[src/verilog/dcache_cfg.svh]
// address split, way count, set count and line width of the data cache
`ifndef DCACHE_CFG_SVH
`define DCACHE_CFG_SVH

// cpu address and data word
`define DC_ADDR_W      32
`define DC_WORD_W      32

// address split: tag | index | word offset | byte offset
`define DC_OFFSET_W    2              // word within a line
`define DC_OFFSET_LSB  2              // byte offset bits below it
`define DC_INDEX_W     8
`define DC_INDEX_LSB   4              // first index bit, also line alignment
`define DC_TAG_W       20
`define DC_TAG_LSB     12

// geometry
`define DC_LINE_W      128            // four words per line
`define DC_SETS        256
`define DC_WAYS        2

`endif

[src/verilog/dcache_pkg.sv]
// enums and packed structs shared by the data cache RTL and testbench
`default_nettype none

`include "dcache_cfg.svh"

package dcache_pkg;

    typedef enum logic {MEM_READ = 1'b0, MEM_WRITE = 1'b1} mem_op_e;

    typedef enum logic {WAY0 = 1'b0, WAY1 = 1'b1} way_e;

    // storage commands
    typedef enum logic [1:0] {
        ARR_NONE      = 2'd0,
        ARR_TOUCH     = 2'd1,         // lru only
        ARR_WRITE_HIT = 2'd2,         // line, dirty set, lru
        ARR_FILL      = 2'd3          // tag, valid, line, dirty clear, lru
    } arr_op_e;

    typedef enum logic [2:0] {
        IDLE      = 3'd0,
        LOOKUP    = 3'd1,
        RESPOND   = 3'd2,
        WRITEBACK = 3'd3,
        WB_WAIT   = 3'd4,
        REFILL    = 3'd5,
        FILL_WAIT = 3'd6
    } ctrl_state_e;

    typedef struct packed {
        mem_op_e                op;
        logic [`DC_ADDR_W-1:0]  addr;
        logic [`DC_WORD_W-1:0]  wdata;
    } cpu_req_t;

    typedef struct packed {
        mem_op_e                op;
        logic [`DC_ADDR_W-1:0]  addr;   // line aligned
        logic [`DC_LINE_W-1:0]  line;
    } l2_req_t;

    typedef struct packed {
        logic                   valid;
        logic                   dirty;
        logic [`DC_TAG_W-1:0]   tag;
        logic [`DC_LINE_W-1:0]  line;
    } way_entry_t;

    typedef struct packed {
        way_entry_t [`DC_WAYS-1:0] way;
        logic                      lru;  // names the next victim
    } set_rd_t;

    typedef struct packed {
        arr_op_e                op;
        way_e                   way;
        logic [`DC_TAG_W-1:0]   tag;
        logic [`DC_LINE_W-1:0]  line;
    } arr_wr_t;

    typedef struct packed {
        logic                   hit;
        way_e                   hit_way;
        logic [`DC_WORD_W-1:0]  rd_word;
        logic [`DC_LINE_W-1:0]  merged_line;
        way_e                   victim_way;
        logic                   victim_dirty;  // valid and dirty
        logic [`DC_TAG_W-1:0]   victim_tag;
        logic [`DC_LINE_W-1:0]  victim_line;
    } lookup_t;

endpackage

`default_nettype wire

[src/verilog/dcache_ctrl.sv]
// request register, miss FSM, cpu response and l2 strobes of the data cache
`timescale 1ns/1ps
`default_nettype none

`include "dcache_cfg.svh"

module dcache_ctrl (
    input  logic                   clk_tmp,
    input  logic                   rst_n,
    input  logic                   cpu_req_valid,
    input  dcache_pkg::cpu_req_t   cpu_req,
    output logic                   busy,
    output logic                   cpu_rsp_valid,
    output logic [`DC_WORD_W-1:0]  cpu_rdata,
    output logic [`DC_ADDR_W-1:0]  cur_addr,
    output logic [`DC_WORD_W-1:0]  wr_word,
    output dcache_pkg::arr_wr_t    arr_wr,
    input  dcache_pkg::lookup_t    lkp,
    output logic                   l2_req_valid,
    output dcache_pkg::l2_req_t    l2_req,
    input  logic                   l2_rsp_valid,
    input  logic [`DC_LINE_W-1:0]  l2_rdata
);
    import dcache_pkg::*;

    ctrl_state_e             state_q;
    cpu_req_t                req_q;
    logic                    accept;
    logic [`DC_TAG_W-1:0]    req_tag;
    logic [`DC_INDEX_W-1:0]  req_index;
    l2_req_t                 wb_req;
    l2_req_t                 fill_req;

    assign accept    = (state_q == IDLE) && cpu_req_valid;  // the response cycle is IDLE too
    assign cur_addr  = req_q.addr;
    assign wr_word   = req_q.wdata;
    assign req_tag   = req_q.addr[`DC_TAG_LSB +: `DC_TAG_W];
    assign req_index = req_q.addr[`DC_INDEX_LSB +: `DC_INDEX_W];

    // victim goes back under its old tag, same index
    assign wb_req.op   = MEM_WRITE;
    assign wb_req.addr = {lkp.victim_tag, req_index, {`DC_INDEX_LSB{1'b0}}};
    assign wb_req.line = lkp.victim_line;

    assign fill_req.op   = MEM_READ;
    assign fill_req.addr = {req_tag, req_index, {`DC_INDEX_LSB{1'b0}}};
    assign fill_req.line = '0;

    always_ff @(posedge clk_tmp) begin
        if (accept) begin
            req_q <= cpu_req;
        end
    end

    always_ff @(posedge clk_tmp or negedge rst_n) begin
        if (!rst_n) begin
            state_q       <= IDLE;
            busy          <= 1'b0;
            cpu_rsp_valid <= 1'b0;
            l2_req_valid  <= 1'b0;
        end else begin
            cpu_rsp_valid <= (state_q == RESPOND);
            busy          <= (state_q != IDLE) || cpu_req_valid;
            l2_req_valid  <= 1'b0;  // single cycle strobe
            case (state_q)
                IDLE: begin
                    if (cpu_req_valid) begin
                        state_q <= LOOKUP;
                    end
                end
                LOOKUP: begin
                    if (lkp.hit) begin
                        state_q <= RESPOND;
                    end else if (lkp.victim_dirty) begin
                        state_q      <= WRITEBACK;
                        l2_req_valid <= 1'b1;
                    end else begin
                        state_q      <= REFILL;
                        l2_req_valid <= 1'b1;
                    end
                end
                RESPOND: begin
                    state_q <= IDLE;
                end
                WRITEBACK: begin
                    state_q <= WB_WAIT;
                end
                WB_WAIT: begin
                    if (l2_rsp_valid) begin  // writeback done, now fetch
                        state_q      <= REFILL;
                        l2_req_valid <= 1'b1;
                    end
                end
                REFILL: begin
                    state_q <= FILL_WAIT;
                end
                FILL_WAIT: begin
                    if (l2_rsp_valid) begin
                        state_q <= LOOKUP;  // retry, now a hit
                    end
                end
                default: begin
                    state_q <= IDLE;
                end
            endcase
        end
    end

    // response word and l2 request payload
    always_ff @(posedge clk_tmp) begin
        if (state_q == RESPOND) begin
            cpu_rdata <= (req_q.op == MEM_WRITE) ? req_q.wdata : lkp.rd_word;
        end
        if ((state_q == LOOKUP) && !lkp.hit) begin
            l2_req <= lkp.victim_dirty ? wb_req : fill_req;
        end else if ((state_q == WB_WAIT) && l2_rsp_valid) begin
            l2_req <= fill_req;
        end
    end

    // storage command, written at the end of RESPOND or on the fill response
    always_comb begin
        arr_wr.op   = ARR_NONE;
        arr_wr.way  = lkp.hit_way;
        arr_wr.tag  = req_tag;
        arr_wr.line = lkp.merged_line;
        if (state_q == RESPOND) begin
            arr_wr.op = (req_q.op == MEM_WRITE) ? ARR_WRITE_HIT : ARR_TOUCH;
        end else if ((state_q == FILL_WAIT) && l2_rsp_valid) begin
            arr_wr.op   = ARR_FILL;
            arr_wr.way  = lkp.victim_way;
            arr_wr.line = l2_rdata;
        end
    end

    a_rsp_busy: assert property (
        @(posedge clk_tmp) disable iff (!rst_n) cpu_rsp_valid |-> busy
    ) else $error("dcache_ctrl: response without busy");

    // a strobe during the response cycle is legal, the slot is free then
    a_req_not_busy: assert property (
        @(posedge clk_tmp) disable iff (!rst_n) cpu_req_valid |-> (!busy || cpu_rsp_valid)
    ) else $error("dcache_ctrl: cpu request while busy");

    a_l2_one_outstanding: assert property (
        @(posedge clk_tmp) disable iff (!rst_n)
        ((state_q == WB_WAIT) || (state_q == FILL_WAIT)) |-> !l2_req_valid
    ) else $error("dcache_ctrl: l2 strobe while waiting for l2");

endmodule

`default_nettype wire

[config.mk]
export PLATFORM = sky130hd
export DESIGN_NAME = dcache_ctrl
export DESIGN_NICKNAME = d
export VERILOG_FILES = /design/src/verilog/dcache_pkg.sv /design/src/verilog/dcache_ctrl.sv
export VERILOG_INCLUDE_DIRS = /design/src /design/src/verilog
export SDC_FILE = /design/constraint.sdc
export NUM_CORES = 1
export LEC_CHECK = 0
export BUFFER_PORTS_ARGS = -buffer_cell sky130_fd_sc_hd__buf_2
export CORE_AREA = 2 2 356 358
export CTS_CLUSTER_SIZE = 25
export DETAILED_ROUTE_END_ITERATION = 16
export DIE_AREA = 0 0 358 360
export GPL_ROUTABILITY_DRIVEN = 0
export PLACE_DENSITY = 0.3
export SYNTH_ARGS = -nofsm -noshare
export SYNTH_HDL_FRONTEND = slang
export SYNTH_SLANG_ARGS = --single-unit
export TNS_END_PERCENT = 100
[constraint.sdc]
create_clock -name clk_tmp -period 22.5 [get_ports clk_tmp]
set_input_delay 4.5 -clock clk_tmp [delete_from_list [all_inputs] [get_ports clk_tmp]]
set_output_delay 4.5 -clock clk_tmp [all_outputs]
set_load 0.1 [all_outputs]
---- Yosys cells after proc, flatten, opt, wreduce, memory -nomap -nowiden ----
Cells that the tools add are included.
operators by class
  equality and inequality tests ........... 9
  muxes and demuxes ....................... 19
  reduce and logical (&&, ||, !) cells .... 10
operator list
  cell                                                  number
  2-to-1 mux 161 bit                                    3
  2-to-1 mux 128 bit                                    2
  2-to-1 mux 32 bit                                     1
  2-to-1 mux 3 bit                                      6
  one-hot mux 3 bit (6 select lines)                    1
  equality test 3 bit (second input constant)           3
  equality test 3 x 2 -> 1 bit (second input constant)  2
  inequality test 2 bit (second input constant)         3
  logical AND 1 bit                                     4
  2-to-1 mux 2 bit                                      2
  equality test 3 x 1 -> 1 bit (second input constant)  1
  logical NOT 3 bit                                     1
  2-to-1 mux 1 bit                                      3
  AND reduction 3 bit                                   1
  nonzero test 3 bit                                    1
  one-hot mux 1 bit (2 select lines)                    1
  nonzero test 2 bit                                    1
  logical NOT 1 bit                                     1
  logical OR 1 bit                                      1
storage, ports and cells
  register bits after elaboration ......... 264
  input bits .............................. 509
  output and inout port bits .............. 411
  word-level logic and storage cells ...... 49

---- Logic depth before layout (Yosys ltp) ----
  depth in word-level cells ............... 4
  depth in mapped cells ................... 7
  depth with buffers taken out ............ 3

---- Worst setup path after synthesis ----
No wires, ideal clock.
  path kind ............................... input to register
  start point ............................. input lkp[311] (netlist name)
  end point ............................... register l2_req[0] (netlist name), enable pin
  setup time .............................. 0.675 ns
  data arrival time ....................... 11.257 ns
  required time ........................... 21.825 ns
  path slack .............................. 10.568 ns
  cell stages on the path ................. 3
  path buffers ............................ 0
  cells stage by stage .................... nor2b_1 > a2bb2oi_1 > nor2_1
between the ends
  longest elaborated chain between the ends .. 3
ends and longest elaborated chain
  what                          line                source
  from (decl)                   dcache_ctrl.sv:18   input dcache_pkg::lookup_t lkp,
  logical NOT 1 bit             dcache_ctrl.sv:114  if ((state_q == LOOKUP) && !lkp.hit) begin
  logical AND 1 bit             dcache_ctrl.sv:114
  nonzero test 2 bit (no line)  n/a
  to (signal assigned)          dcache_ctrl.sv:115  l2_req <= lkp.victim_dirty ? wb_req : fill_req;
  to (signal assigned)          dcache_ctrl.sv:117  l2_req <= fill_req;
  to (decl)                     dcache_ctrl.sv:20   output dcache_pkg::l2_req_t l2_req,
No other way between the ends.
A chain may end at the register's enable or synchronous reset.

==> qor.csv <==
stage,metric,value,unit
timing,tightestPinTransition,1133,ps
synth,synth.mux.area_fraction,19.82,%
clock_tree,path_clk_slew,50,ps
synth,yosysWarnings,0,
synth,ys_ff_latch,260,
floorplanning,pin_count,920,
timing,worst_slew_margin_rel,24.47,%
routing,dr.pass1.iters,5,
layout,final_util,15.22,%
floorplanning,core,0.1249,mm2
worst_setup_path,max_stage_delay,900,ps
synth,synth_compound_area_share,0.5249,%
routing,routedWlPerCell,20.86,um
layout,area_delta_synth_final,56.37,%
timing,finalCritPeriodShare,54.85,%
timing,setup_viol,0,
timing,tns,0,ps
worst_setup_path,slowest_stage,buf_4,
placed_design,placed_area,0.01791,mm2
timing,clock.fmax,81.03,MHz
synth,yosysSeqAreaShare,63.98,%
worst_setup_path,critPathTopFamily,buffers and inverters,
layout,final-seq-area,0.007777,mm2
routing,detail-route-antenna-nets,0,
layout,multi_input_area,0.003406,mm2
global_routing,grt_max_degree,117,
synth,avgSynthCellArea,16.81,um2
clock_tree,cts_setup_buffers,0,
routing,vias_per_cell,2.955,
layout,layout-drive-gt1-share,73.03,%
clock_tree,cts.htree.levels,2,
global_routing,grt_pass1_vias,10130,
worst_setup_path,critPathBufInv,4,
timing,rsz0062_at_grt,false,
routing,drc,0,
worst_setup_path,crit_arrival,7840,ps
routing,vias,9597,
placed_design,hpwl,57.40,mm
layout,final_cell_mix,"buf_2 (915), edfxtp_1 (254), and2_1 (128)",
min_path,worst_hold_startpoint,cur_addr[4],
synth,yosys.area_share.adder,0,%
layout,nets,2070,
synth,synthSimpleGateAreaFrac,7.308,%
power_and_ir_drop,p_leak,8.447,nW
global_routing,gr-total-overflow,0,
synth,synth_area_leaders,"edfxtp_1 (63%), mux2_4 (12%), mux2_2 (7.6%), and2_1 (6.6%), buf_4 (5.5%)",
worst_setup_path,path_max_fanout,62,
global_routing,grt_antenna_before_repair,66,
synth,yosysTopAreaCellShare,62.74,%
synth,synth_xor_area_share,0,%
clock_tree,post_cts_resize_count,0,
layout,final_common_cell,buf_2,
routing,wirelength,67.76,mm
clock_tree,cts_root_buf,clkbuf_16,
floorplanning,die_w,358,um
layout,final_area,0.01901,mm2
floorplanning,die_height,360,um
power_and_ir_drop,vdd_drop_max,63.11,uV
timing,maxSlewViolCount,0,
min_path,hp-class,flop to flop,
floorplanning,rows,130,
synth,synth_cell_types,27,
synth,synth_cells,723,
power_and_ir_drop,cellPowerDensity,135.4,mW/mm2
worst_setup_path,reg2reg_to,l2_req[16],
worst_setup_path,r2r_setup_slack,18860,ps
clock_tree,clock_latency,560,ps
timing,skew,30.14,ps
min_path,min_to,l2_req[132],
worst_setup_path,start_kind,input pin,
run,cap_violations,0,
timing,fin_hold_ws,445.9,ps
timing,fin_crit,12340,ps
worst_setup_path,path_cells,"buf_2, nand2_1, or2_4, buf_4, buf_4, mux2_4, buf_2",
clock_tree,clock_path_buffers,3,
global_routing,grt_pass1_wl,86.48,mm
clock_tree,cts-buffers-inserted,35,
worst_setup_path,cp.required,18000,ps
synth,synth_top_family_by_area,multiplexers,
floorplanning,design.die.area,0.1289,mm2
clock_tree,cts_sinks,260,
floorplanning,start_util,9.732,%
placed_design,portBuffers,915,
worst_setup_path,r2r_cells,6,
layout,fillers,14100,
global_routing,grtUsageTotal,9.888,%
synth,synth_area,0.01216,mm2
status,status,completed,
worst_setup_path,end_kind,output port,
routing,drt_iter0_markers,497,
worst_setup_path,path_class,input pin to output port,
min_path,min_path_cells,0,
timing,final_hold_viol_count,0,
worst_setup_path,timing.rr.start,state_q[0],
clock_tree,hold_buffers,0,
synth,yosysTopAreaCell,edfxtp_1,
clock_tree,cts_tree,built,
## metal layers
metal,GRT usage (%),vias up,part of all wire [%]
met1,10.21,4560,35
li1,-,4221,-
met3,5.004,143,13
met4,3.602,60,3.0
met2,17.03,613,49
met5,0,-,0.54
## layout make-up
type	instances	share of cell area, %
Antenna cell	15	0.1975
Clock buffer	43	4.877
Clock inverter	16	0.7306
Inverter	1	0.01975
Multi-Input combinational cell	338	17.92
Sequential cell	260	40.91
Tap cell	1650	10.86
Timing Repair Buffer	925	24.48
## worst max-delay path by stage
stage            startpoint        end  slack, ps  cells after the start
6_report       l2_rsp_valid  arr_wr[4]      10160                      7
5_1_grt        l2_rsp_valid  arr_wr[0]      10060                      7
3_5_place_dp   l2_rsp_valid  arr_wr[4]      10190                      7
4_1_cts        l2_rsp_valid  arr_wr[4]      10190                      7
3_3_place_gp   l2_rsp_valid  arr_wr[0]      10280                      7
2_1_floorplan      lkp[311]  l2_req[0]      10570                      3
## power by group
group / internal [mW] / switching, mW / total, mW
sequential: 0.678 / 0.0412 / 0.719
combinational: 0.186 / 1.14 / 1.32
clock: 0.314 / 0.218 / 0.532
total: 1.18 / 1.39 / 2.57
## flip-flops by register name, indices dropped and copies added (netlist names)
register       cells
busy               1
cur_addr          32
cpu_rdata         32
l2_req           157
wr_word           32
req_q              1
cpu_rsp_valid      1
state_q            3
l2_req_valid       1
## logic make-up (layout without fill, tap and decap cells)
| kind of cell | Yosys count | in the layout |
|---|---|---|
| simple gates | 143 | 143 |
| flops | 260 | 260 |
| compound gates | 10 | 10 |
| mux | 181 | 181 |
| other cells | 1 | 19 |
| buf+inv | 128 | 985 |
## stage by stage
stage	power, mW	setup WS (ps)	cells
after floorplan	1.873	10570	726
after global placement	2.068	10280	3174
after detailed placement	2.068	10190	3174
after CTS	2.624	10190	3233
after global routing	2.666	10060	3243
final	2.574	10160	3248
## cells in the mapped netlist
library cell / n
buf_6: 2
dfrtp_1: 6
mux2_2: 82
nor2_1: 5
nand2b_1: 1
buf_8: 1
nand2b_4: 1
buf_12: 10
and2_1: 128
nor2b_1: 2
edfxtp_1: 254
o31ai_1: 1
o2bb2ai_1: 2
a2bb2oi_1: 1
nand2_1: 2
mux2_4: 99
buf_2: 8
inv_1: 1
conb_1: 1
o21ai_0: 6
buf_1: 2
buf_4: 89
nor4b_1: 1
clkbuf_1: 15
or2_1: 1
or4_1: 1
and3_1: 1
(Power assumes the default switching activity.)
