### src/verilog/dcache_cfg.svh
// address split, way count, set count and line width of the data cache
`ifndef DCACHE_CFG_SVH
`define DCACHE_CFG_SVH

// cpu address and data word
`define DC_ADDR_W      32
`define DC_WORD_W      32

// address split: tag | index | word offset | byte offset
`define DC_OFFSET_W    2              // word within a line
`define DC_OFFSET_LSB  2              // byte offset bits below it
`define DC_INDEX_W     8
`define DC_INDEX_LSB   4              // first index bit, also line alignment
`define DC_TAG_W       20
`define DC_TAG_LSB     12

// geometry
`define DC_LINE_W      128            // four words per line
`define DC_SETS        256
`define DC_WAYS        2

`endif

### src/verilog/dcache_pkg.sv
// enums and packed structs shared by the data cache RTL and testbench
`default_nettype none

`include "dcache_cfg.svh"

package dcache_pkg;

    typedef enum logic {MEM_READ = 1'b0, MEM_WRITE = 1'b1} mem_op_e;

    typedef enum logic {WAY0 = 1'b0, WAY1 = 1'b1} way_e;

    // storage commands
    typedef enum logic [1:0] {
        ARR_NONE      = 2'd0,
        ARR_TOUCH     = 2'd1,         // lru only
        ARR_WRITE_HIT = 2'd2,         // line, dirty set, lru
        ARR_FILL      = 2'd3          // tag, valid, line, dirty clear, lru
    } arr_op_e;

    typedef enum logic [2:0] {
        IDLE      = 3'd0,
        LOOKUP    = 3'd1,
        RESPOND   = 3'd2,
        WRITEBACK = 3'd3,
        WB_WAIT   = 3'd4,
        REFILL    = 3'd5,
        FILL_WAIT = 3'd6
    } ctrl_state_e;

    typedef struct packed {
        mem_op_e                op;
        logic [`DC_ADDR_W-1:0]  addr;
        logic [`DC_WORD_W-1:0]  wdata;
    } cpu_req_t;

    typedef struct packed {
        mem_op_e                op;
        logic [`DC_ADDR_W-1:0]  addr;   // line aligned
        logic [`DC_LINE_W-1:0]  line;
    } l2_req_t;

    typedef struct packed {
        logic                   valid;
        logic                   dirty;
        logic [`DC_TAG_W-1:0]   tag;
        logic [`DC_LINE_W-1:0]  line;
    } way_entry_t;

    typedef struct packed {
        way_entry_t [`DC_WAYS-1:0] way;
        logic                      lru;  // names the next victim
    } set_rd_t;

    typedef struct packed {
        arr_op_e                op;
        way_e                   way;
        logic [`DC_TAG_W-1:0]   tag;
        logic [`DC_LINE_W-1:0]  line;
    } arr_wr_t;

    typedef struct packed {
        logic                   hit;
        way_e                   hit_way;
        logic [`DC_WORD_W-1:0]  rd_word;
        logic [`DC_LINE_W-1:0]  merged_line;
        way_e                   victim_way;
        logic                   victim_dirty;  // valid and dirty
        logic [`DC_TAG_W-1:0]   victim_tag;
        logic [`DC_LINE_W-1:0]  victim_line;
    } lookup_t;

endpackage

`default_nettype wire

### src/verilog/dcache_lookup.sv
// tag compare, word select, word merge and victim choice for one set
`timescale 1ns/1ps
`default_nettype none

`include "dcache_cfg.svh"

module dcache_lookup (
    input  logic [`DC_ADDR_W-1:0] cur_addr,
    input  logic [`DC_WORD_W-1:0] wr_word,
    input  dcache_pkg::set_rd_t   set_rd,
    output dcache_pkg::lookup_t   lkp
);
    import dcache_pkg::*;

    logic [`DC_TAG_W-1:0]    addr_tag;
    logic [`DC_OFFSET_W-1:0] offset;
    logic                    hit0;
    logic                    hit1;
    way_e                    hit_way;
    way_e                    vic_way;
    way_entry_t              hit_entry;
    way_entry_t              vic_entry;
    logic [`DC_LINE_W-1:0]   merged;

    assign addr_tag = cur_addr[`DC_TAG_LSB +: `DC_TAG_W];
    assign offset   = cur_addr[`DC_OFFSET_LSB +: `DC_OFFSET_W];

    assign hit0 = set_rd.way[WAY0].valid && (set_rd.way[WAY0].tag == addr_tag);
    assign hit1 = set_rd.way[WAY1].valid && (set_rd.way[WAY1].tag == addr_tag);

    assign hit_way   = hit0 ? WAY0 : WAY1;  // meaningless without a hit
    assign hit_entry = set_rd.way[hit_way];

    // invalid way first, then the lru pointer
    always_comb begin
        if (!set_rd.way[WAY0].valid) begin
            vic_way = WAY0;
        end else if (!set_rd.way[WAY1].valid) begin
            vic_way = WAY1;
        end else begin
            vic_way = way_e'(set_rd.lru);
        end
    end

    assign vic_entry = set_rd.way[vic_way];

    // store data dropped into the hit line
    always_comb begin
        merged = hit_entry.line;
        merged[offset*`DC_WORD_W +: `DC_WORD_W] = wr_word;
    end

    always_comb begin
        lkp.hit          = hit0 || hit1;
        lkp.hit_way      = hit_way;
        lkp.rd_word      = hit_entry.line[offset*`DC_WORD_W +: `DC_WORD_W];
        lkp.merged_line  = merged;
        lkp.victim_way   = vic_way;
        lkp.victim_dirty = vic_entry.valid && vic_entry.dirty;  // needs writeback
        lkp.victim_tag   = vic_entry.tag;
        lkp.victim_line  = vic_entry.line;
    end

endmodule

`default_nettype wire

### config.mk
export PLATFORM = sky130hd
export DESIGN_NAME = dcache_lookup
export DESIGN_NICKNAME = d
export VERILOG_FILES = /design/src/verilog/dcache_pkg.sv /design/src/verilog/dcache_lookup.sv
export VERILOG_INCLUDE_DIRS = /design/src /design/src/verilog
export SDC_FILE = /design/constraint.sdc
export NUM_CORES = 1
export LEC_CHECK = 0
export ABC_AREA = 0
export BUFFER_PORTS_ARGS = -buffer_cell sky130_fd_sc_hd__buf_2
export CAP_MARGIN = 20
export CORE_AREA = 2 2 265 267
export DETAILED_ROUTE_END_ITERATION = 10
export DIE_AREA = 0 0 267 269
export PLACE_DENSITY = 0.37
export SYNTH_ARGS = -nofsm -noshare
export SYNTH_HDL_FRONTEND = slang
export SYNTH_SLANG_ARGS = --single-unit
### constraint.sdc
create_clock -name vclk -period 7.67
set_clock_uncertainty 0.2 [all_clocks]
set_input_delay 0.767 -clock vclk [all_inputs]
set_output_delay 0.767 -clock vclk [all_outputs]
set_load 0.005 [all_outputs]
# Word-level counts from Yosys, hierarchy flattened

Cells that the tools add are included.
W data, S select, Z words.

Flip-flop bits (word level): 0
Latch bits: 0
Memory bits (writable): 0
ROM bits: 0
Input bits: 365
Output and inout port bits: 312
Logic and storage cells: 20
Memories: 0

Add/sub/neg operators: 1
Multiply operators: 0
Div/mod/pow operators: 0
Order comparisons: 2
Eq/ne operators: 2
Shift-type cells: 3
Multiplexer cells: 8
Bitwise logic cells: 0
Reduce and logical (&&, ||, !) cells: 4

Operator list:

| kind                        | number |
|---|---|
| $mux W150                   | 2 |
| $mux W128                   | 2 |
| $bwmux W128                 | 1 |
| $shift A32 B34 Y128 const A | 1 |
| $shiftx A128 B8 Y32         | 1 |
| $shiftx A32 B34 Y128        | 1 |
| $eq A20 B20 Y1              | 2 |
| $neg A7 Y34                 | 1 |
| $lt A1 B2 Y1 const B        | 2 |
| $logic_and A1 B1 Y1         | 3 |
| $mux W1                     | 3 |
| $logic_or A1 B1 Y1          | 1 |

# Longest topological paths before layout

Gate-level depths: netlist (run 1).

Depth in word-level cells: 6
Gate-level depth with buffers: 8
Gate-level depth less buffers: 6

# Worst setup path after synthesis (run 1)

OpenSTA, ideal clock, no wires.

Path type: in2out
Start: in cur_addr[3]
End: out lkp[247] (netlist bit)
Arrival time: 2.802 ns
Data required time: 6.703 ns
Path slack: 3.901 ns
Stages: 7
Path buffers: 2
Cells stage by stage: clkinv_1 > buf_1 > ha_1 > nor4b_1 > clkbuf_1 > nand2_1 > o311ai_1

RTL lines:

| element         | line                | RTL |
|---|---|---|
| start, declared | dcache_lookup.sv:8  | `` input logic [`DC_ADDR_W-1:0] cur_addr, `` |
| end, declared   | dcache_lookup.sv:11 | `output dcache_pkg::lookup_t lkp` |

==> results of run 1 <==
## how the worst min path moves through the flow
stage	from	to	cells after the start	slack, ns
2_1_floorplan	set_rd[150]	lkp[148]	2	1.41
3_3_place_gp	set_rd[296]	lkp[145]	4	1.62
3_5_place_dp	set_rd[288]	lkp[137]	4	1.62
4_1_cts	set_rd[288]	lkp[137]	4	1.62
5_1_grt	set_rd[280]	lkp[129]	4	1.64
6_report	set_rd[296]	lkp[145]	4	1.62
## layer usage
| layer | up-vias | part of all wire [%] | global-route usage (%) |
|---|---|---|---|
| met3 | 108 | 7.4 | 2.63 |
| met1 | 5945 | 40 | 17.8 |
| met2 | 667 | 49 | 25.7 |
| li1 | 5976 | - | - |
| met5 | - | 0.078 | 0 |
| met4 | 6 | 3.4 | 4.72 |
## cell families after synthesis
family	count (synthesis)	synth area share (%)
buffers and inverters	277	14.1
AND/OR/NAND/NOR	537	29.5
multiplexers	97	17.8
XOR/XNOR	40	4.29
AO/OA/AOI/OAI	450	33.5
adder cells (fa/ha/maj)	5	0.766
## per-stage QoR
| step | hold WS, ns | instance area, um^2 | cells | util, % |
|---|---|---|---|---|
| 2_1_floorplan | 1.41 | 8170 | 1406 | - |
| 3_3_place_gp | 1.62 | 12300 | 2893 | 17.8 |
| 3_5_place_dp | 1.62 | 12300 | 2893 | 17.8 |
| 4_1_cts | 1.62 | 12300 | 2893 | 17.8 |
| 5_1_grt | 1.64 | 12300 | 2894 | 17.8 |
| 6_report | 1.62 | 12300 | 2895 | 17.8 |
## critical path: stages
cell and delay, ns:
buf_2 0.12, xnor2_1 0.28, or4b_1 0.50, or4_4 0.87
or2_4 0.69, buf_4 0.48, o311ai_1 0.50, buf_2 0.20
## layout make-up
| cell class | instances | area, um^2 | share of cell area (%) |
|---|---|---|---|
| multi-input cells | 1129 | 7110 | 57.6 |
| repair buffers | 692 | 3540 | 28.7 |
| well taps | 940 | 1180 | 9.54 |
| inverters | 132 | 502 | 4.07 |
| diodes | 2 | 5.00 | 0.0406 |
## cell usage in the layout, fill, tap and decap left out, types with 5 or more instances in the layout
master / Yosys / routed
buf_2: 0 / 666
nand2_1: 320 / 320
o21ai_0: 258 / 257
inv_1: 130 / 130
nor2b_1: 128 / 128
o311ai_1: 120 / 120
mux2_2: 64 / 64
nor2_1: 64 / 64
a21oi_1: 63 / 63
mux4_2: 32 / 32
buf_4: 2 / 24
xor2_1: 23 / 23
xnor2_1: 17 / 17
o311ai_0: 8 / 8
nand4_1: 7 / 7
nor4_1: 5 / 5
==> reports/metrics.csv, run 1 <==
stage,metric,value,unit
final_layout,layout cells sized above 1,41.0,%
final_layout,# clk buffers,0,
detailed_routing,drt first pass iters,5,
setup_path,CP Class,input port to output port,
sta,Setup WS post-layout,2.19,ns
sta,worst slew pin tran,1.02,ns
grt,initial antenna violation count,5,
sta,max frequency,0.182,GHz
setup_path,Setup crit end,lkp[200],
die,full die area,71800,um^2
setup_path,Worst setup startpoint,cur_addr[15],
setup_path,Crit Path Max Fanout,70,
detailed_routing,Post-Route WL,57.4,mm
detailed_routing,Via Count,12700,
die,I/O Pins,677,
detailed_routing,First DRT Iteration DRCs,863,
clock_network,Post-CTS Resized,0,
die,Rows,97,
clock_network,postcts setup bufs,0,
grt,Global Route Usage Sum,14.6,%
synthesis,most common cell in the netlist,nand2_1,
setup_path,CP endpoint kind,output port,
sta,fin. max-slew vios,0,
synthesis,top cells by instance count after synthesis,"320 x nand2_1, 258 x o21ai_0, 130 x inv_1",
placed_design,Worst Setup Slack post-DPL,2.13,ns
placed_design,GP Congestion,0.906,
sta,Final Hold Vio Count,0,
sta,fin crit share,71.4,%
clock_network,"Hold-fix buffers, CTS",0,
placed_design,hpwl dp,44.4,mm
detailed_routing,Remaining DRCs,0,
outcome,status,"complete, no violations",
final_layout,Area Growth Syn to Fin,51.1,%
synthesis,area of the mapped netlist,8170,um^2
job,maxcap violations,0,
grt,first-pass GRT wire length,79.7,mm
synthesis,"area leader, netlist",o21ai_0,
sta,final setup violating endpoints,0,
grt,pin count of the biggest net entering global routing,124,
sta,Final min period,5.48,ns
synthesis,synthesized area per cell,5.81,um^2
final_layout,Layout fillers,8131,
synthesis,post-synthesis sequential area ratio,0,%
placed_design,PortBufs,667,
detailed_routing,drt wl/cell,19.8,um
synthesis,Netlist cell types,30,
min_path,Worst Hold Class,input port to output port,
setup_path,CP arrival,4.51,ns
synthesis,Synth area leaders,"o21ai_0 16%, nand2_1 15%, o311ai_1 13%",
final_layout,Nets,2325,
synthesis,Synth Instances,1406,
setup_path,CP required,6.70,ns
sta,setup_tns,0,ns
grt,grt ovf,0,
detailed_routing,vias per inst,4.39,
die,Initial Util,11.8,%
die,height of the die,269,um
setup_path,crit path launch type,input port,
sta,RSZ-0062 raised after global routing,false,
synthesis,synthesis warning total,0,
detailed_routing,Routed Antenna Nets,0,
synthesis,Post-Syn Nets,1776,
grt,number of global-route vias before repair,12300,
die,DIE WIDTH,267,um
final_layout,Storage cell area,0,um^2
sta,relative slew slack,32.1,%
die,core area,69300,um^2
synthesis,Synth top area share,15.8,%
final_layout,Seq Cell Count,0,
==> inputs of run 2 (changes only) <==
CORE_AREA = 2 2 264 266   (was 2 2 265 267)
DIE_AREA = 0 0 266 268   (was 0 0 267 269)
PLACE_DENSITY = 0.38   (was 0.37)
clock period = 4.5 ns   (was 7.67 ns; I/O delays follow)
==> reports/metrics.csv, run 2 (synthesis results as in run 1) <==
stage,metric,value,unit
final_layout,final instance area,12500,um^2
job,maxcap violations,0,
die,full die area,71300,um^2
setup_path,CP required,3.85,ns
final_layout,most frequent cells in the layout,"666 x buf_2, 320 x nand2_1, 257 x o21ai_0",
final_layout,layout cells sized above 1,41.6,%
sta,worst slew pin tran,0.681,ns
placed_design,hpwl dp,44.3,mm
placed_design,PortBufs,667,
sta,relative slew slack,54.6,%
final_layout,"commonest non-fill, non-tap cell in the layout",buf_2,
min_path,Worst Hold Class,input port to output port,
sta,RSZ-0062 raised after global routing,false,
final_layout,Area Growth Syn to Fin,53.5,%
setup_path,worst stage delay on the critical path,0.57,ns
detailed_routing,Routed Antenna Nets,0,
placed_design,dpl cell area,12500,um^2
sta,Final Hold Vio Count,0,
detailed_routing,vias per inst,4.48,
grt,grt ovf,0,
detailed_routing,Post-Route WL,56.3,mm
die,DIE WIDTH,266,um
grt,initial antenna violation count,3,
power,total power,0.00123,W
clock_network,"Hold-fix buffers, CTS",0,
grt,number of global-route vias before repair,12700,
sta,fin crit share,86.7,%
grt,pin count of the biggest net entering global routing,129,
setup_path,CP endpoint kind,output port,
final_layout,Layout fillers,8026,
setup_path,CP Class,input port to output port,
sta,Final min period,3.90,ns
clock_network,Post-CTS Resized,0,
power,Static Leak,5.85,nW
grt,Global Route Usage Sum,14.5,%
final_layout,Final Util,18.4,%
detailed_routing,Via Count,12800,
die,core area,68200,um^2
outcome,status,"complete, no violations",
power,VDD IR max,0.0323,mV
detailed_routing,drt wl/cell,19.7,um
placed_design,GP Congestion,0.914,
final_layout,# clk buffers,0,
setup_path,"most used cell, CP",buf_2,
clock_network,postcts setup bufs,0,
sta,fin. max-slew vios,0,
die,Initial Util,12.0,%
final_layout,Nets,2344,
die,Rows,96,
detailed_routing,drt first pass iters,5,
power,P per Cell Area,98.4,nW/um^2
sta,setup_tns,0,ns
final_layout,Seq Cell Count,0,
die,I/O Pins,677,
detailed_routing,Remaining DRCs,0,
detailed_routing,First DRT Iteration DRCs,696,
final_layout,Storage cell area,0,um^2
sta,max frequency,0.256,GHz
setup_path,cell chain of the critical path,"buf_2, xnor2_1, or4b_1, or4_4, or2_4, buf_12, o311ai_1, buf_2",
sta,final setup violating endpoints,0,
grt,first-pass GRT wire length,80.8,mm
setup_path,CP arrival,3.25,ns
placed_design,Worst Setup Slack post-DPL,0.594,ns
setup_path,crit path launch type,input port,
die,height of the die,268,um
final_layout,area of the multi-input gates,7110,um^2
sta,Setup WS post-layout,0.600,ns
setup_path,Slowest cell on crit path,or4_4,
setup_path,Crit Path Max Fanout,35,
[run 2: final cells by class]
cell class | count | share of cell area (%)
Antenna cell | 3 | 0.0599
Timing Repair Buffer | 711 | 30.4
Inverter | 132 | 4.00
Tap cell | 882 | 8.81
Multi-Input combinational cell | 1129 | 56.7
[run 2: worst max-delay path, delay by kind of cell]
family / cells / cell delay (ns)
AND/OR/NAND/NOR: 3 / 1.48
XOR/XNOR: 1 / 0.23
buffers and inverters: 3 / 0.57
AO/OA/AOI/OAI: 1 / 0.47
[run 2: path summary, 6_finish.rpt]
check    startpoint  cells after the start       end  slack (ns)
max    cur_addr[15]                      8  lkp[265]        0.60
min     set_rd[297]                      4  lkp[146]        0.98
[run 2: power by group]
group          switching (W)      internal, W        total [W]
sequential                 0                0                0
combinational       0.000680         0.000553          0.00123
clock                      0  0.0000000000893  0.0000000000893
total               0.000680         0.000553          0.00123
[run 2: stage by stage]
stage                     hold slack (ns)  std cells
after floorplan                     0.777       1406
after global placement              0.991       2854
after detailed placement            0.983       2854
after CTS                           0.983       2854
after global routing                 1.00       2855
final                               0.980       2857
[run 2: routing by layer]
layer,vias up,wire (um),global-route usage [%]
met5,-,11,0
met4,2,1490,3.63
met3,83,3430,1.73
met2,615,28500,27.0
met1,6058,22900,17.7
li1,6029,-,-
No activity file was read; power rests on OpenSTA's default activity.
==> inputs of run 3 (changes only) <==
GPL_TIMING_DRIVEN = 0   (was not set)
==> reports/metrics.csv, run 3 (synthesis results as in run 1) <==
stage,metric,value,unit
final_layout,# clk buffers,0,
setup_path,CP arrival,3.65,ns
die,DIE WIDTH,266,um
die,I/O Pins,677,
grt,grt ovf,0,
final_layout,most frequent cells in the layout,"671 x buf_2, 320 x nand2_1, 258 x o21ai_0",
sta,relative slew slack,22.9,%
detailed_routing,Remaining DRCs,0,
setup_path,Crit Path Max Fanout,12,
clock_network,"Hold-fix buffers, CTS",0,
setup_path,CP Class,input port to output port,
detailed_routing,Max Used Layer,met4,
sta,max frequency,0.233,GHz
die,core area,68200,um^2
sta,fin. max-slew vios,0,
final_layout,Area Growth Syn to Fin,57.7,%
setup_path,CP required,3.85,ns
sta,setup_tns,0,ns
placed_design,GP Congestion,0.856,
setup_path,CP endpoint kind,output port,
grt,number of global-route vias before repair,14000,
grt,initial antenna violation count,8,
die,Initial Util,12.0,%
sta,worst slew pin tran,1.16,ns
final_layout,layout cells sized above 1,39.6,%
sta,Final min period,4.30,ns
grt,pin count of the biggest net entering global routing,13,
sta,fin crit share,95.6,%
placed_design,hpwl dp,73.2,mm
die,full die area,71300,um^2
die,Rows,96,
outcome,status,"complete, no violations",
final_layout,Layout fillers,8192,
grt,first-pass GRT wire length,119,mm
detailed_routing,Routed Antenna Nets,0,
job,maxcap violations,0,
final_layout,Storage cell area,0,um^2
sta,RSZ-0062 raised after global routing,false,
detailed_routing,drt wl/cell,30.8,um
detailed_routing,met2 WL,43.7,mm
grt,Global Route Usage Sum,24.3,%
detailed_routing,drt first pass iters,6,
sta,Final Hold Vio Count,0,
detailed_routing,Via Count,14100,
setup_path,crit path launch type,input port,
die,height of the die,268,um
detailed_routing,WL met3,6.21,mm
detailed_routing,Post-Route WL,91.7,mm
final_layout,Seq Cell Count,0,
min_path,hold path cells,4,
min_path,Worst Hold Class,input port to output port,
placed_design,PortBufs,667,
sta,final setup violating endpoints,0,
final_layout,"commonest non-fill, non-tap cell in the layout",buf_2,
final_layout,Nets,2462,
detailed_routing,vias per inst,4.74,
detailed_routing,First DRT Iteration DRCs,1031,
detailed_routing,M1 WL,37.8,mm
-- run 3: cell types whose count changed in the layout (fill, tap and decap cells not counted), moves of 4 or more --
cell	before	now
ha_4	4	0
clkbuf_1	0	98
buf_4	33	8
buf_6	1	17
buf_12	11	0
buf_8	0	9
ha_1	1	5
buf_2	666	671
clkbuf_2	0	23
-- run 3: final timing paths --
path | from | endpoint | slack, ns
setup / recovery | cur_addr[3] | lkp[210] | 0.20
hold / removal | set_rd[296] | lkp[145] | 0.98
-- run 3: final cells by class --
cell class / instances / area [um^2] / area share, %
Multi-Input combinational cell: 1129 / 7020 / 54.6
Tap cell: 882 / 1100 / 8.57
Timing Repair Buffer: 684 / 3540 / 27.5
Buffer: 145 / 701 / 5.44
Inverter: 132 / 495 / 3.85
Antenna cell: 2 / 5.00 / 0.0389
-- run 3: stage by stage --
step                area [um^2]  utilization, %  hold slack (ns)  setup WS [ns]  instances
finish                    12900            18.9            0.979          0.200       2974
CTS                       12800            18.8            0.985         0.0125       2971
floorplan                  8170               -            0.777           1.36       1406
global placement          12600            18.5            0.988          -2.06       2955
detailed placement        12800            18.8            0.983         -0.426       2968
global route              12900            18.9             1.01        0.00121       2973
-- run 3: timing repair --
action | CTS | global route
gates resized for setup | 7 | 15
gates cloned | 0 | 0
buffers inserted | 3 | 0
setup endpoints to repair | 93 | 16
pin swaps | 1 | 0
-- run 3: critical path, cell delays in order --
cell	delay, ns
buf_2	0.15
clkinv_1	0.24
buf_4	0.47
ha_1	0.25
clkbuf_1	0.64
clkdlybuf4s15_1	0.81
nor2b_1	0.09
o21ai_0	0.11
o311ai_1	0.21
buf_2	0.22
-- run 3: metal layers --
metal | GRT usage (%) | vias to the layer above
li1 | - | 6259
met1 | 30.3 | 6834
met2 | 42.6 | 832
met3 | 3.46 | 160
met4 | 8.73 | 0
met5 | 0 | -
